$ cat src/verilog/camera_config_pkg.sv
`default_nettype none

package camera_config_pkg;

	//////////////////////////////////////////////////
	// SCCB bus constants
	//////////////////////////////////////////////////
	localparam logic [7:0] sccb_dev_id = 8'h42; // OV7670 write address

	// Setup table geometry
	localparam int rom_depth  = 30; // Register/value pairs sent
	localparam int rom_addr_w = 6;

	// Writer phases, one per bus condition
	typedef enum logic [1:0] {
		ph_idle,  // Bus released, ready for a request
		ph_start, // Start condition, two quarters
		ph_bit,   // 27 bit slots, four quarters each
		ph_stop   // Stop condition, two quarters
	} sccb_phase_t;

endpackage

`default_nettype wire

$ cat src/verilog/sccb_write_if.sv
`timescale 1ns/1ns
`default_nettype none

// One register write, sequencer to SCCB writer
interface sccb_write_if;
	logic       valid;    // Request held until accepted
	logic       ready;    // Writer idle
	logic [7:0] reg_addr; // Camera sub-address
	logic [7:0] reg_data; // Value for that register

	modport source (
		output valid, reg_addr, reg_data,
		input  ready
	);

	modport sink (
		input  valid, reg_addr, reg_data,
		output ready
	);
endinterface

`default_nettype wire

$ cat src/verilog/camera_setup_rom.sv
`timescale 1ns/1ns
`default_nettype none

module camera_setup_rom (
	input  wire logic                                 clk,
	input  wire logic [camera_config_pkg::rom_addr_w-1:0] rom_addr,
	output logic      [7:0]                           reg_addr,
	output logic      [7:0]                           reg_data
);
	import camera_config_pkg::*;

	// CLKRC at its reset value, harmless to rewrite
	localparam logic [15:0] safe_pair = {8'h11, 8'h80};

	//////////////////////////////////////////////////
	// Register table, one clock of read latency
	//////////////////////////////////////////////////
	always_ff @(posedge clk) begin
		if (rom_addr >= rom_addr_w'(rom_depth)) begin
			{reg_addr, reg_data} <= safe_pair; // Past the end of the table
		end else begin
			case (rom_addr)
				0:  {reg_addr, reg_data} <= {8'h12, 8'h04}; // COM7, RGB output
				1:  {reg_addr, reg_data} <= {8'h11, 8'h80}; // CLKRC prescaler
				2:  {reg_addr, reg_data} <= {8'h40, 8'hd0}; // COM15, RGB565
				3:  {reg_addr, reg_data} <= {8'h1e, 8'h30}; // MVFP, mirror and flip

				// Colour matrix coefficients
				4:  {reg_addr, reg_data} <= {8'h4f, 8'hb3};
				5:  {reg_addr, reg_data} <= {8'h50, 8'hb3};
				6:  {reg_addr, reg_data} <= {8'h51, 8'h00};
				7:  {reg_addr, reg_data} <= {8'h52, 8'h3d};
				8:  {reg_addr, reg_data} <= {8'h53, 8'ha7};
				9:  {reg_addr, reg_data} <= {8'h54, 8'he4};
				10: {reg_addr, reg_data} <= {8'h56, 8'h40}; // Contrast
				11: {reg_addr, reg_data} <= {8'h58, 8'h9e}; // Matrix sign

				// White balance tuning
				12: {reg_addr, reg_data} <= {8'h59, 8'h88};
				13: {reg_addr, reg_data} <= {8'h5a, 8'h88};
				14: {reg_addr, reg_data} <= {8'h5b, 8'h44};
				15: {reg_addr, reg_data} <= {8'h5c, 8'h67};
				16: {reg_addr, reg_data} <= {8'h5d, 8'h49};
				17: {reg_addr, reg_data} <= {8'h5e, 8'h0e};
				18: {reg_addr, reg_data} <= {8'h69, 8'h00}; // Fixed gain
				19: {reg_addr, reg_data} <= {8'h6a, 8'h40}; // G channel gain
				20: {reg_addr, reg_data} <= {8'h6b, 8'h0a}; // PLL off, regulator on
				21: {reg_addr, reg_data} <= {8'h6c, 8'h0a};
				22: {reg_addr, reg_data} <= {8'h6d, 8'h55};
				23: {reg_addr, reg_data} <= {8'h6e, 8'h11};
				24: {reg_addr, reg_data} <= {8'h6f, 8'h9f}; // AWB control

				// Undocumented tuning block
				25: {reg_addr, reg_data} <= {8'hb0, 8'h84};
				26: {reg_addr, reg_data} <= {8'hb1, 8'h0c};
				27: {reg_addr, reg_data} <= {8'hb2, 8'h0e};
				28: {reg_addr, reg_data} <= {8'hb3, 8'h82};
				29: {reg_addr, reg_data} <= {8'hb4, 8'h0a};
				default: {reg_addr, reg_data} <= safe_pair;
			endcase
		end
	end

endmodule

`default_nettype wire

$ cat src/verilog/config_sequencer.sv
`timescale 1ns/1ns
`default_nettype none

module config_sequencer #(
	parameter int num_entries = camera_config_pkg::rom_depth
) (
	input  wire logic                                 clk,
	input  wire logic                                 arst_n,
	input  wire logic                                 start,
	output logic      [camera_config_pkg::rom_addr_w-1:0] rom_addr,
	input  wire logic [7:0]                           reg_addr,
	input  wire logic [7:0]                           reg_data,
	sccb_write_if.source                              wr,
	output logic                                      busy,
	output logic                                      done
);
	import camera_config_pkg::*;

	localparam logic [rom_addr_w-1:0] last_addr = rom_addr_w'(num_entries - 1);

	typedef enum logic [2:0] {
		st_idle,
		st_fetch,   // ROM read in flight
		st_offer,   // Pair on the bus, waiting for ready
		st_drain,   // Last write still on the wire
		st_finished
	} seq_state_t;

	seq_state_t state;
	logic       valid_q;

	// ROM output stays put until the address moves after acceptance
	assign wr.valid    = valid_q;
	assign wr.reg_addr = reg_addr;
	assign wr.reg_data = reg_data;

	//////////////////////////////////////////////////
	// Table walk
	//////////////////////////////////////////////////
	always_ff @(posedge clk or negedge arst_n) begin
		if (!arst_n) begin
			state    <= st_idle;
			rom_addr <= '0;
			valid_q  <= 1'b0;
			busy     <= 1'b0;
			done     <= 1'b0;
		end else begin
			case (state)
				st_idle, st_finished: begin
					if (start) begin // Ignored anywhere else
						busy     <= 1'b1;
						done     <= 1'b0;
						rom_addr <= '0;
						state    <= st_fetch;
					end
				end
				st_fetch: begin
					valid_q <= 1'b1; // Data lands this edge
					state   <= st_offer;
				end
				st_offer: begin
					if (wr.ready) begin // Accepted
						valid_q  <= 1'b0;
						rom_addr <= rom_addr + 1'b1;
						state    <= (rom_addr == last_addr) ? st_drain : st_fetch;
					end
				end
				st_drain: begin
					// Ready back high once the stop condition is out
					if (wr.ready) begin
						busy  <= 1'b0;
						done  <= 1'b1;
						state <= st_finished;
					end
				end
				default: state <= st_idle;
			endcase
		end
	end

endmodule

`default_nettype wire

$ cat src/verilog/sccb_writer.sv
`timescale 1ns/1ns
`default_nettype none

module sccb_writer #(
	parameter int clk_div = 4 // clk cycles per quarter bit
) (
	input  wire logic clk,
	input  wire logic arst_n,
	sccb_write_if.sink wr,
	output logic      sioc,
	output logic      siod_out,
	output logic      siod_oe
);
	import camera_config_pkg::*;

	localparam int qw = (clk_div > 1) ? $clog2(clk_div) : 1;

	sccb_phase_t phase;
	sccb_phase_t phase_nxt;
	logic [qw-1:0] q_cnt;     // Quarter divider
	logic [qw-1:0] q_nxt;
	logic [1:0]    qtr;       // Quarter within the phase or bit
	logic [1:0]    qtr_nxt;
	logic [4:0]    bit_cnt;   // Slot 0 to 26
	logic [4:0]    bit_nxt;
	logic [26:0]   shift_q;   // MSB goes out first
	logic [26:0]   shift_nxt;
	logic          q_tick;
	logic          accept;
	logic          slot_rel;
	logic          sioc_nxt;
	logic          oe_nxt;
	logic          out_nxt;

	assign wr.ready = (phase == ph_idle);
	assign accept   = wr.valid && wr.ready;
	assign q_tick   = (q_cnt == qw'(clk_div - 1));

	//////////////////////////////////////////////////
	// Phase, quarter and bit stepping
	//////////////////////////////////////////////////
	always_comb begin
		phase_nxt = phase;
		q_nxt     = q_cnt;
		qtr_nxt   = qtr;
		bit_nxt   = bit_cnt;
		shift_nxt = shift_q;
		if (phase == ph_idle) begin
			if (accept) begin
				phase_nxt = ph_start;
				q_nxt     = '0;
				qtr_nxt   = '0;
				bit_nxt   = '0;
				// Ninth slot of each byte is the don't care bit
				shift_nxt = {sccb_dev_id, 1'b1, wr.reg_addr, 1'b1, wr.reg_data, 1'b1};
			end
		end else if (!q_tick) begin
			q_nxt = q_cnt + 1'b1;
		end else begin
			q_nxt   = '0;
			qtr_nxt = qtr + 1'b1; // Wraps after quarter 3
			case (phase)
				ph_start: begin
					if (qtr == 2'd1) begin
						phase_nxt = ph_bit;
						qtr_nxt   = '0;
					end
				end
				ph_bit: begin
					if (qtr == 2'd3) begin
						if (bit_cnt == 5'd26) begin
							phase_nxt = ph_stop; // All three bytes sent
						end else begin
							bit_nxt   = bit_cnt + 1'b1;
							shift_nxt = {shift_q[25:0], 1'b0};
						end
					end
				end
				ph_stop: begin
					if (qtr == 2'd1) begin
						phase_nxt = ph_idle;
						qtr_nxt   = '0;
					end
				end
				default: phase_nxt = ph_idle;
			endcase
		end
	end

	// Released slots at 8, 17 and 26
	assign slot_rel = (bit_nxt == 5'd8) || (bit_nxt == 5'd17) || (bit_nxt == 5'd26);

	//////////////////////////////////////////////////
	// Line levels, decoded from the next state
	//////////////////////////////////////////////////
	always_comb begin
		sioc_nxt = 1'b1; // Idle bus is high on both lines
		oe_nxt   = 1'b0;
		out_nxt  = 1'b1;
		case (phase_nxt)
			ph_start: begin
				sioc_nxt = (qtr_nxt == 2'd0); // siod falls first, then sioc
				oe_nxt   = 1'b1;
				out_nxt  = 1'b0;
			end
			ph_bit: begin
				sioc_nxt = qtr_nxt[0] ^ qtr_nxt[1]; // High in quarters 1 and 2
				if (!slot_rel) begin
					oe_nxt  = 1'b1;
					out_nxt = shift_nxt[26];
				end
			end
			ph_stop: begin
				sioc_nxt = (qtr_nxt == 2'd1); // siod rises a quarter later
				oe_nxt   = 1'b1;
				out_nxt  = 1'b0;
			end
			default: begin
			end
		endcase
	end

	always_ff @(posedge clk or negedge arst_n) begin
		if (!arst_n) begin
			phase    <= ph_idle;
			q_cnt    <= '0;
			qtr      <= '0;
			bit_cnt  <= '0;
			sioc     <= 1'b1;
			siod_out <= 1'b1;
			siod_oe  <= 1'b0;
		end else begin
			phase    <= phase_nxt;
			q_cnt    <= q_nxt;
			qtr      <= qtr_nxt;
			bit_cnt  <= bit_nxt;
			sioc     <= sioc_nxt; // Registered, glitch free on the pads
			siod_out <= out_nxt;
			siod_oe  <= oe_nxt;
		end
	end

	always_ff @(posedge clk) begin
		shift_q <= shift_nxt; // Shifts one slot per bit
	end

endmodule

`default_nettype wire

$ cat src/verilog/camera_config.sv
`timescale 1ns/1ns
`default_nettype none

module camera_config #(
	parameter int clk_div     = 4,
	parameter int num_entries = camera_config_pkg::rom_depth
) (
	input  wire logic clk,
	input  wire logic arst_n,
	input  wire logic start,
	output logic      busy,
	output logic      done,
	output logic      sioc,
	output logic      siod_out, // Only meaningful with siod_oe high
	output logic      siod_oe   // Low releases siod to the pull-up
);
	import camera_config_pkg::*;

	logic [rom_addr_w-1:0] rom_addr;
	logic [7:0]            rom_reg_addr;
	logic [7:0]            rom_reg_data;

	sccb_write_if wr_if ();

	//////////////////////////////////////////////////
	// ROM, sequencer, SCCB writer
	//////////////////////////////////////////////////
	camera_setup_rom camera_setup_rom_i (
		.clk      (clk),
		.rom_addr (rom_addr),
		.reg_addr (rom_reg_addr),
		.reg_data (rom_reg_data)
	);

	config_sequencer #(
		.num_entries (num_entries)
	) config_sequencer_i (
		.clk      (clk),
		.arst_n   (arst_n),
		.start    (start),
		.rom_addr (rom_addr),
		.reg_addr (rom_reg_addr),
		.reg_data (rom_reg_data),
		.wr       (wr_if.source),
		.busy     (busy),
		.done     (done)
	);

	sccb_writer #(
		.clk_div (clk_div)
	) sccb_writer_i (
		.clk      (clk),
		.arst_n   (arst_n),
		.wr       (wr_if.sink),
		.sioc     (sioc),
		.siod_out (siod_out),
		.siod_oe  (siod_oe)
	);

endmodule

`default_nettype wire

$ cat config.mk
export PLATFORM = sky130hd
export DESIGN_NAME = camera_config
export DESIGN_NICKNAME = d
export VERILOG_FILES = /design/src/verilog/camera_config_pkg.sv /design/src/verilog/sccb_write_if.sv /design/src/verilog/camera_setup_rom.sv /design/src/verilog/config_sequencer.sv /design/src/verilog/sccb_writer.sv /design/src/verilog/camera_config.sv
export SDC_FILE = /design/constraint.sdc
export NUM_CORES = 1
export LEC_CHECK = 0
export BUFFER_PORTS_ARGS = -buffer_cell sky130_fd_sc_hd__buf_2
export CAP_MARGIN = 25
export CORE_AREA = 2 2 83 85
export DETAILED_ROUTE_END_ITERATION = 7
export DIE_AREA = 0 0 85 87
export GPL_TIMING_DRIVEN = 0
export PLACE_DENSITY = 0.75
export SLEW_MARGIN = 20
export SYNTH_ARGS = -nofsm -noshare
export SYNTH_HDL_FRONTEND = slang
export SYNTH_HIERARCHICAL = 1
export SYNTH_SLANG_ARGS = --single-unit
$ cat constraint.sdc
create_clock -name clk -period 6.5 [get_ports clk]
set_input_delay 0.65 -clock clk [delete_from_list [all_inputs] [get_ports clk]]
set_output_delay 0.65 -clock clk [all_outputs]
set_load 0.005 [all_outputs]
==> results.txt, run 1 <==
result of the run: completed
Netlist Area Pre-Place: 3810 um2
Root Driver: clkbuf_8
number of nets at the end of the flow: 408
number of buffers created by CTS: 9
beginning of the worst register-to-register path: sccb_writer_i/q_cnt[0]
maximum clock skew at final layout: 12.5 ps
cell taking the most area after synthesis: edfxtp_1
floorplan die area: 7400 um2
post-synth top area share: 20.5%
Max Cap Violations: 0
post-placement cell count: 461
gate count of the mapped netlist: 374
Max-Slew Margin vs Limit: 46.4%
hold buffer count at cts: 0
count of cells along the worst register-to-register path: 5
width of the die: 85 um
Startpoint Class: register
commonest non-fill, non-tap cell in the layout: nand2_1
Slew @ Worst Pin: 801 ps
number of detailed-route iterations in the first pass: 4
Max IR drop VDD: 0.000155 V
clock latency of the later-clocked register in the worst-skew pair: 340 ps
via count of the routed design: 2893
residual DRC count: 0
gp weighted congestion: 0.911
Post-Layout Cell Count: 477
Final Hold Vio Count: 0
parity-gate share of the synthesized area counting xor and xnor cells: 0.690%
sum of overflow across all layers after global routing: 0
fraction of layout instances using a drive strength above 1: 19.9%
Async SR Flop Fraction: 37.7%
top-level I/O count: 8
sum of internal, switching and leakage power: 816 uW
starting utilization of the core area: 58.0%
Diodes inserted: 0
Port-buffer cells: 7
Worst EP arrival: 2400 ps
area of the core region: 6570 um2
level count of the clock H-tree: 3
type of destination of the critical path: register
setup repair after global routing missed its margin: false
number of flops mapped to enable cells by yosys: 26
number of antenna violations at the first check in global routing: 0
Mapped Avg Cell Area: 10.2 um2
cell types occupying the most area after synthesis: edfxtp_1, dfrtp_1, dfxtp_1, ha_1, a22o_1
PostCTS Resize Cnt: 0
Leak Pwr: 0.00176 uW
fraction of the yosys area taken by sequential cells: 46.6%
HPWL after DPL: 4.94 mm
worst hold-check path type: primary input to asynchronous set/reset pin
violation count after the first detailed-routing iteration: 165
post-synthesis to final-layout area growth: 8.94%
total power per unit cell area: 197 nW/um2
Yosys reg bits: 69
kind of critical path: register to register
number of buffers on the longest clock path: 2
first-pass GRT wire length: 12.8 mm
Layout fillers: 536
pin count of the biggest net entering global routing: 27
highest fanout seen on the critical path: 26
Reg-to-Reg End: sccb_writer_i/shift_q[11]
post-detailed-route count of antenna-violating nets: 0
post-route fraction of the period consumed by the critical path: 37.6%
number of placement rows: 30
multiplexer area fraction after synthesis: 2.86%
Setup Fix Bufs, Post-CTS: 0
Max Clock Freq: 410 MHz
top library cells by usage in the layout, fill and taps aside: nand2_1, edfxtp_1, nor2_1, dfrtp_1, a21oi_1
number of nets produced by synthesis: 390
Yosys Warn Count: 6
Num Clock Sinks: 69
Final Critical Period: 2440 ps
main combinational cell family by area after synthesis: compound AO/OA/AOI/OAI gates
Post-Synth Simple-Gate Area: 17.8%
clk slew on worst S/H paths: 80 ps
TritonCTS clock tree: yes
via count of the first global-routing pass: 2644
setup TNS after final layout: 0 ps
All-Layer GR Usage: 21.5%
Synth Area in Compound Gates: 19.1%
Max Transition Viols Final: 0
Final Setup Violations: 0
leading register cell type out of synthesis: edfxtp_1
data required time at the worst endpoint: 6460 ps
average routed wire per standard cell: 15.8 um
smallest hold slack: 309 ps
wire length reported by the detailed router: 7.54 mm
setup slack of the worst register-to-register path: 4060 ps
via count normalized by instance count: 6.06
DIE HEIGHT: 87 um
number of distinct library cells after synthesis: 76
synthesized-area fraction occupied by adder cells: 4.27%
power breakdown:
group	leakage, uW	total, uW	internal [uW]	switching, uW
registers	0.000645	447	447	0
clock network	0.000105	365	212	152
logic	0.00102	3.91	0.441	3.47
worst max path at each step:
stage,startpoint,end
after floorplan,sccb_writer_i/phase[0],sccb_writer_i/shift_q[0]
after global placement,sccb_writer_i/phase[0],sccb_writer_i/shift_q[13]
after detailed placement,sccb_writer_i/phase[0],sccb_writer_i/shift_q[13]
after CTS,sccb_writer_i/q_cnt[0],sccb_writer_i/shift_q[11]
after global routing,sccb_writer_i/q_cnt[0],sccb_writer_i/shift_q[11]
final,sccb_writer_i/q_cnt[0],sccb_writer_i/shift_q[11]
routing by layer:
| layer | part of all wire, % | GRT usage, % |
|---|---|---|
| met2 | 45 | 32.4 |
| met5 | 0 | 0 |
| met1 | 48 | 30.4 |
| met3 | 4.9 | 4.08 |
| met4 | 2.4 | 9.52 |
sequential cells by signal, indices dropped and copies added (netlist names):
name,cells
sccb_writer_i/q_cnt,2
config_sequencer_i/rom_addr,6
sccb_writer_i/siod_out,1
config_sequencer_i/done,1
sccb_writer_i/shift_q,27
sccb_writer_i/siod_oe,1
config_sequencer_i/wr.valid,1
sccb_writer_i/bit_cnt,5
camera_setup_rom_i/reg_addr,8
sccb_writer_i/sioc,1
sccb_writer_i/phase,2
camera_setup_rom_i/reg_data,8
config_sequencer_i/busy,1
config_sequencer_i/state,3
sccb_writer_i/qtr,2
stage by stage:
| step | instance area (um2) | setup slack, ps | util [%] |
|---|---|---|---|
| finish | 4150 | 4060 | 63.1 |
| CTS | 4150 | 4060 | 63.1 |
| detailed placement | 3940 | 4090 | 60.0 |
| global route | 4150 | 3890 | 63.1 |
| global placement | 3940 | 4100 | 60.0 |
| floorplan | 3810 | 4390 | - |
logic make-up after synthesis:
group                      count (synthesis)
AOI/OAI and AO/OA                        100
xor gates and xnor gates                   3
adders and majority gates                 13
buffers and inverters                     58
DFF                                       69
muxes                                      9
and+or+nand+nor                          122
critical path: stages, from the launching register on:
cell	delay [ps]
dfrtp_1	390
ha_1	300
nand4b_1	230
nor3_1	310
buf_2	280
or2_2	560
synthesized netlist by cell type, drive strengths merged, types with 3 or more instances:
master,n
and2,6
nor2b,4
a41oi,3
nor3,8
inv,20
o221ai,4
or2,7
a211oi,5
buf,34
and3,4
o21ai,16
nor2,25
ha,13
nand2b,4
a22o,16
nand3,7
clkbuf,4
nand4b,3
dfrtp,24
edfxtp,26
dfxtp,17
nand3b,5
o211ai,5
a21oi,24
nand2,34
and4b,3
mux2i,6
area by class of cell:
type | instances | area, um2 | share of cell area [%]
Timing Repair Buffer | 7 | 35.0 | 0.845
Multi-Input combinational cell | 247 | 1700 | 41.1
Clock buffer | 10 | 128 | 3.08
Buffer | 38 | 254 | 6.12
Sequential cell | 69 | 1770 | 42.8
Clock inverter | 6 | 77.6 | 1.87
Tap cell | 80 | 100 | 2.41
Inverter | 20 | 75.1 | 1.81
Power figures use the tool's default switching activity.
==> inputs of run 2 (changes only) <==
- CORE_AREA: 2 2 83 85 -> 2 2 86 88
- DIE_AREA: 0 0 85 87 -> 0 0 88 90
- PLACE_DENSITY: 0.75 -> 0.74
- clock period: 6.5 -> 2 ns (I/O delays scaled with it)
==> run 2 against run 1 <==
Net effect: the flow now finishes with violations (setup timing); utilization grew 0.36 points; via count grew 4.2%; sequential power grew to 3.2 times the previous value; cell count grew 9.0%; wire length grew 7.1%; cell area grew 7.5%; sequential share of layout area shrank 2.9 points; critical endpoint is now sccb_writer_i/siod_oe.
==> results.txt, run 2 (synthesis results as in run 1) <==
maximum clock skew at final layout: 13.8 ps (+1.26 ps)
post-detailed-route count of antenna-violating nets: 0 (unchanged)
Max Cap Violations: 0 (unchanged)
top library cells by usage in the layout, fill and taps aside: buf_4, nand2_1, edfxtp_1, nor2_1, a21oi_1
Final Setup Violations: 2 (+2)
post-route fraction of the period consumed by the critical path: 108% (+70 points)
Post-Layout Cell Count: 520 (+9.0%)
beginning of the worst register-to-register path: sccb_writer_i/q_cnt[0]
Layout fillers: 546 (+1.9%)
Leak Pwr: 0.00190 uW (+7.5%)
post-placement cell count: 480 (+4.1%)
Largest register FFs: 27 (unchanged)
residual DRC count: 0 (unchanged)
kind of critical path: register to register
clk slew on worst S/H paths: 80 ps (about the same)
count of cells along the worst register-to-register path: 7 (+2)
Root Driver: clkbuf_8
capture point of the worst path: sccb_writer_i/siod_oe
Reg-to-Reg End: sccb_writer_i/siod_oe
setup TNS after final layout: -189 ps (-189 ps)
highest fanout seen on the critical path: 8 (-69%)
data required time at the worst endpoint: 2220 ps (-4240 ps)
wire length reported by the detailed router: 8.08 mm (+7.1%)
number of detailed-route iterations in the first pass: 5 (+1)
Startpoint Class: register
via count of the routed design: 3014 (+4.2%)
TritonCTS clock tree: yes
area of the core region: 7020 um2 (+6.9%)
number of buffers created by CTS: 9 (unchanged)
gp weighted congestion: 0.925 (+1.5%)
Max IR drop VDD: 0.000368 V (+140%)
number of nets at the end of the flow: 432 (+5.9%)
All-Layer GR Usage: 21.1% (-0.41 points)
post-synthesis to final-layout area growth: 17.1%
total power per unit cell area: 580 nW/um2 (+190%)
fraction of layout instances using a drive strength above 1: 29.5% (+9.6 points)
launch point of the critical path: sccb_writer_i/q_cnt[0]
number of buffers on the longest clock path: 2 (unchanged)
HPWL after DPL: 5.19 mm (+5.0%)
top-level I/O count: 8 (unchanged)
Worst EP arrival: 2380 ps (-20 ps)
type of destination of the critical path: register
Final Critical Period: 2160 ps (-283 ps)
pin count of the biggest net entering global routing: 27 (unchanged)
via count of the first global-routing pass: 2822 (+6.7%)
Max Transition Viols Final: 0 (unchanged)
number of placement rows: 31 (+3.3%)
clock latency of the later-clocked register in the worst-skew pair: 340 ps (about the same)
Final Hold Vio Count: 0 (unchanged)
width of the die: 88 um (+3.5%)
register with the most flip-flops: sccb_writer_i/shift_q
first-pass GRT wire length: 13.3 mm (+4.0%)
Num Clock Sinks: 69 (unchanged)
Slew @ Worst Pin: 601 ps (-200 ps)
Max Clock Freq: 463 MHz (+13%)
setup repair after global routing missed its margin: true
setup slack of the worst register-to-register path: -160 ps (-4220 ps)
Max-Slew Margin vs Limit: 59.9% (+14 points)
result of the run: finished with violations
Port-buffer cells: 7 (unchanged)
floorplan die area: 7920 um2 (+7.1%)
worst hold-check path type: primary input to register
violation count after the first detailed-routing iteration: 169 (+2.4%)
Diodes inserted: 0 (unchanged)
level count of the clock H-tree: 3 (unchanged)
starting utilization of the core area: 54.2% (-3.7 points)
commonest non-fill, non-tap cell in the layout: buf_4
sum of overflow across all layers after global routing: 0 (unchanged)
DIE HEIGHT: 90 um (+3.4%)
violated checks: setup timing
number of antenna violations at the first check in global routing: 0 (unchanged)
via count normalized by instance count: 5.80 (-4.4%)
post-route setup slack: -158 ps (-4220 ps)
average routed wire per standard cell: 15.5 um (-1.8%)
-- run 2: worst min-delay path by stage --
stage	to	slack, ps	cells past startpoint	startpoint
floorplan	config_sequencer_i/busy	-100	0	arst_n
global placement	config_sequencer_i/done	230	1	arst_n
detailed placement	config_sequencer_i/state[0]	240	1	arst_n
CTS	config_sequencer_i/state[0]	180	3	start
global route	config_sequencer_i/state[0]	190	3	start
finish	config_sequencer_i/state[0]	200	3	start
-- run 2: power by group --
part / total [uW] / internal [uW] / switching [uW]
sequential: 1450 / 1450 / 0
clock: 1120 / 626 / 492
combinational: 14.4 / 2.71 / 11.7
total: 2590 / 2080 / 504
-- run 2: metrics by stage --
| step | area, um2 | power (uW) | hold slack, ps | utilization (%) | setup WS, ps |
|---|---|---|---|---|---|
| 3_5_place_dp | 3970 | 1500 | 239 | 56.5 | -282 |
| 2_1_floorplan | 3810 | 1480 | -95.6 | - | 6.98 |
| 3_3_place_gp | 3970 | 1500 | 231 | 56.5 | -227 |
| 4_1_cts | 4290 | 2610 | 182 | 61.1 | -97.9 |
| 5_1_grt | 4460 | 2670 | 187 | 63.5 | -271 |
| 6_report | 4460 | 2590 | 198 | 63.5 | -158 |
-- run 2: per-layer routing --
metal | track usage, % | wire length, um
met1 | 29.3 | 3690
met5 | 0 | 0
met4 | 9.87 | 216
met2 | 31.3 | 3750
met3 | 4.59 | 424
-- run 2: worst max-delay path: stages (launching register included) --
cell and delay [ps]:
dfrtp_1 420, ha_4 190, nand4b_1 220, o211a_1 310
or2_4 260, o41ai_2 330, a311oi_1 90, or2_1 220
-- run 2: what timing repair did --
action,in CTS,in global routing
hold buffers,1,0
buffers inserted,6,15
setup endpoints to repair,64,37
endpoints found under the hold margin,24,0
pin swaps,2,3
resized for setup,16,18
gates cloned,0,2
-- run 2: layout make-up --
| type | instances | area (um2) | share of cell area (%) |
|---|---|---|---|
| flip-flops and latches | 69 | 1780 | 39.9 |
| multi-input cells | 248 | 1780 | 39.9 |
| plain buffers | 38 | 283 | 6.34 |
| repair buffers | 30 | 208 | 4.66 |
| clock buffers | 14 | 194 | 4.35 |
| well taps | 99 | 124 | 2.78 |
| inverters | 20 | 81.3 | 1.82 |
| clock inverters | 2 | 12.5 | 0.281 |
==> inputs of run 3 (changes only) <==
- CORE_AREA: 2 2 86 88 -> 5 5 89 91
- DIE_AREA: 0 0 88 90 -> 0 0 94 96
==> run 3 against run 2 <==
Net effect: the flow still finishes with violations (setup timing); fmax rose by 2.6%; global-route usage fell by 0.88 points; hold slack got worse by 3.2 ps; clock power rose by 8%; cell area fell by 0.20%; first-iteration DRC count rose by 33%; utilization fell by 0.47 points; non-clock buffer count fell by 5; wire length rose by 3.7%; sequential cell count did not move; largest cell class is now multi-input combinational cells.
==> results.txt, run 3 (synthesis results as in run 1) <==
result of the run: finished with violations
violated checks: setup timing
Num Clock Sinks: 69 (unchanged)
Hold Crit Start: start
starting utilization of the core area: 53.9% (-0.30 points)
top library cells by usage in the layout, fill and taps aside: buf_4, nand2_1, edfxtp_1, nor2_1, a21oi_1
portion of total power attributed to sequential cells: 54.3% (-1.9 points)
commonest non-fill, non-tap cell in the layout: buf_4
beginning of the worst register-to-register path: sccb_writer_i/phase[0]
Port-buffer cells: 7 (unchanged)
average routed wire per standard cell: 16.3 um (+4.7%)
sequential cell area: 1780 um2 (unchanged)
highest-utilization routing layer at the global route stage: met2
Max Clock Freq: 475 MHz (+2.6%)
via count of the first global-routing pass: 2932 (+3.9%)
Final Critical Period: 2100 ps (-53.7 ps)
final standard cell utilization of the core: 63.0% (-0.47 points)
top-level I/O count: 8 (unchanged)
combinational fraction of design power: 0.5% (about the same)
level count of the clock H-tree: 3 (unchanged)
multi-input logic area: 1810 um2 (+1.6%)
Final Hold Vio Count: 0 (unchanged)
crit path max-delay cell type: dfrtp_1
setup repair after global routing missed its margin: true
part of the power in the clock network: 45.1% (+1.9 points)
Final Setup Violations: 2 (unchanged)
clock latency of the later-clocked register in the worst-skew pair: 330 ps (about the same)
net load switching power: 523 uW (+3.9%)
internal power consumption: 2150 uW (+3.3%)
total power per unit cell area: 601 nW/um2 (+3.6%)
post-synthesis to final-layout area growth: 16.9%
Diodes inserted: 0 (unchanged)
number of buffers created by CTS: 9 (unchanged)
Max-Slew Margin vs Limit: 61.3% (+1.3 points)
violation count after the first detailed-routing iteration: 224 (+33%)
Reg-to-Reg End: sccb_writer_i/siod_oe
fin area: 4450 um2 (-0.20%)
post-route setup slack: -104 ps (+53.7 ps)
Root Driver: clkbuf_8
setup slack of the worst register-to-register path: -100 ps (+50 ps)
residual DRC count: 0 (unchanged)
Crit path largest cell delay: 380 ps (-40 ps)
fraction of layout instances using a drive strength above 1: 28.4% (-1.1 points)
Slew @ Worst Pin: 581 ps (-19.8 ps)
met3 global-route usage: 3.99% (-0.60 points)
Layout fillers: 600 (+9.9%)
floorplan die area: 9020 um2 (+14%)
Hold Path Sink: config_sequencer_i/state[2]
number of detailed-route iterations in the first pass: 4 (-1)
number of placement rows: 31 (unchanged)
worst hold-check path type: primary input to register
sum of overflow across all layers after global routing: 0 (unchanged)
register with the most flip-flops: sccb_writer_i/shift_q
data required time at the worst endpoint: 2220 ps (about the same)
post-placement cell count: 480 (unchanged)
via count normalized by instance count: 5.75 (-0.87%)
All-Layer GR Usage: 20.2% (-0.88 points)
global-route track usage on met1: 26.8% (-2.4 points)
kind of critical path: register to register
Max Cap Violations: 0 (unchanged)
HPWL after DPL: 5.35 mm (+3.1%)
post-placement cell area: 3970 um2 (unchanged)
worst hold path stage count: 4 (+1)
gp weighted congestion: 0.960 (+3.8%)
count of cells along the worst register-to-register path: 8 (+1)
Worst EP arrival: 2320 ps (-60 ps)
width of the die: 94 um (+6.8%)
via count of the routed design: 2959 (-1.8%)
number of antenna violations at the first check in global routing: 0 (unchanged)
Setup WS pre-CTS: -305 ps (-22.2 ps)
post-detailed-route count of antenna-violating nets: 0 (unchanged)
TritonCTS clock tree: yes
Startpoint Class: register
maximum clock skew at final layout: 11.6 ps (-2.21 ps)
switching share of power: 19.6% (+0.092 points)
met2 demand-to-capacity share in global routing: 33.2% (+2.0 points)
type of destination of the critical path: register
Largest register FFs: 27 (unchanged)
Leak Pwr: 0.00188 uW (-0.85%)
Post-Layout Cell Count: 515 (-0.96%)
clk slew on worst S/H paths: 70 ps (about the same)
Max IR drop VDD: 0.000326 V (-11%)
Max Transition Viols Final: 0 (unchanged)
number of nets at the end of the flow: 427 (-1.2%)
wire length reported by the detailed router: 8.38 mm (+3.7%)
DIE HEIGHT: 96 um (+6.7%)
critical-path cell list: buf_6, nand4b_1, buf_4, o311ai_4, o21ai_4, o41ai_2, a311oi_1, or2_1
first-pass GRT wire length: 14.3 mm (+7.6%)
number of buffers on the longest clock path: 2 (unchanged)
highest fanout seen on the critical path: 10 (+2)
pin count of the biggest net entering global routing: 27 (unchanged)
area of the core region: 7060 um2 (+0.55%)
post-route fraction of the period consumed by the critical path: 105% (-2.7 points)
run 3: worst max-delay path by stage:
stage                                     end  cells past startpoint  slack (ps)                    from
floorplan                  sccb_writer_i/sioc                     10           7  sccb_writer_i/phase[0]
global placement    sccb_writer_i/shift_q[10]                      6        -220  sccb_writer_i/phase[0]
detailed placement      sccb_writer_i/siod_oe                      7        -300  sccb_writer_i/q_cnt[0]
CTS                     sccb_writer_i/siod_oe                      7         -90  sccb_writer_i/phase[0]
global route            sccb_writer_i/siod_oe                      8        -210  sccb_writer_i/phase[0]
finish                  sccb_writer_i/siod_oe                      8        -100  sccb_writer_i/phase[0]
run 3: timing repair:
action	in CTS	in global routing
hold endpoints to repair	24	0
endpoints found under the setup margin	62	56
buffers inserted	10	7
hold buffers	1	0
pin swaps	11	0
gates cloned	1	0
resized for setup	17	16
run 3: layout make-up:
| type | count | area share [%] |
|---|---|---|
| Tap cell | 99 | 2.78 |
| Clock buffer | 9 | 2.78 |
| Sequential cell | 69 | 40.0 |
| Inverter | 20 | 1.69 |
| Clock inverter | 7 | 2.02 |
| Timing Repair Buffer | 25 | 3.88 |
| Buffer | 38 | 6.27 |
| Multi-Input combinational cell | 248 | 40.6 |
run 3: power by group through the flow:
stage          Clock (uW)  Sequential [uW]  Combinational (uW)
2_1_floorplan           0             1480              0.0237
3_3_place_gp            0             1480                13.4
3_5_place_dp            0             1480                13.8
4_1_cts              1230             1450                15.3
5_1_grt              1300             1450                17.5
6_report             1210             1450                14.0
run 3: through the flow:
step / setup TNS (ps) / total power (uW) / hold slack, ps
final: -125 / 2670 / 195
after global routing: -345 / 2770 / 197
after CTS: -89.9 / 2700 / 173
after detailed placement: -11750 / 1500 / 243
after global placement: -9680 / 1500 / 231
after floorplan: 0 / 1480 / -95.6
run 3: metal layers:
layer  share of wire (%)  vias to the layer above
li1                    -                     1435
met1                  46                     1415
met2                  47                       97
met3                 5.3                       12
met4                 1.5                        0
met5                   0                        -
run 3: critical path, delay by kind of cell (launching register included):
kind | cells | cell delay [ps]
flip-flops | 1 | 380
AND/OR/NAND/NOR | 2 | 490
AO/OA/AOI/OAI | 4 | 770
buffers and inverters | 2 | 350
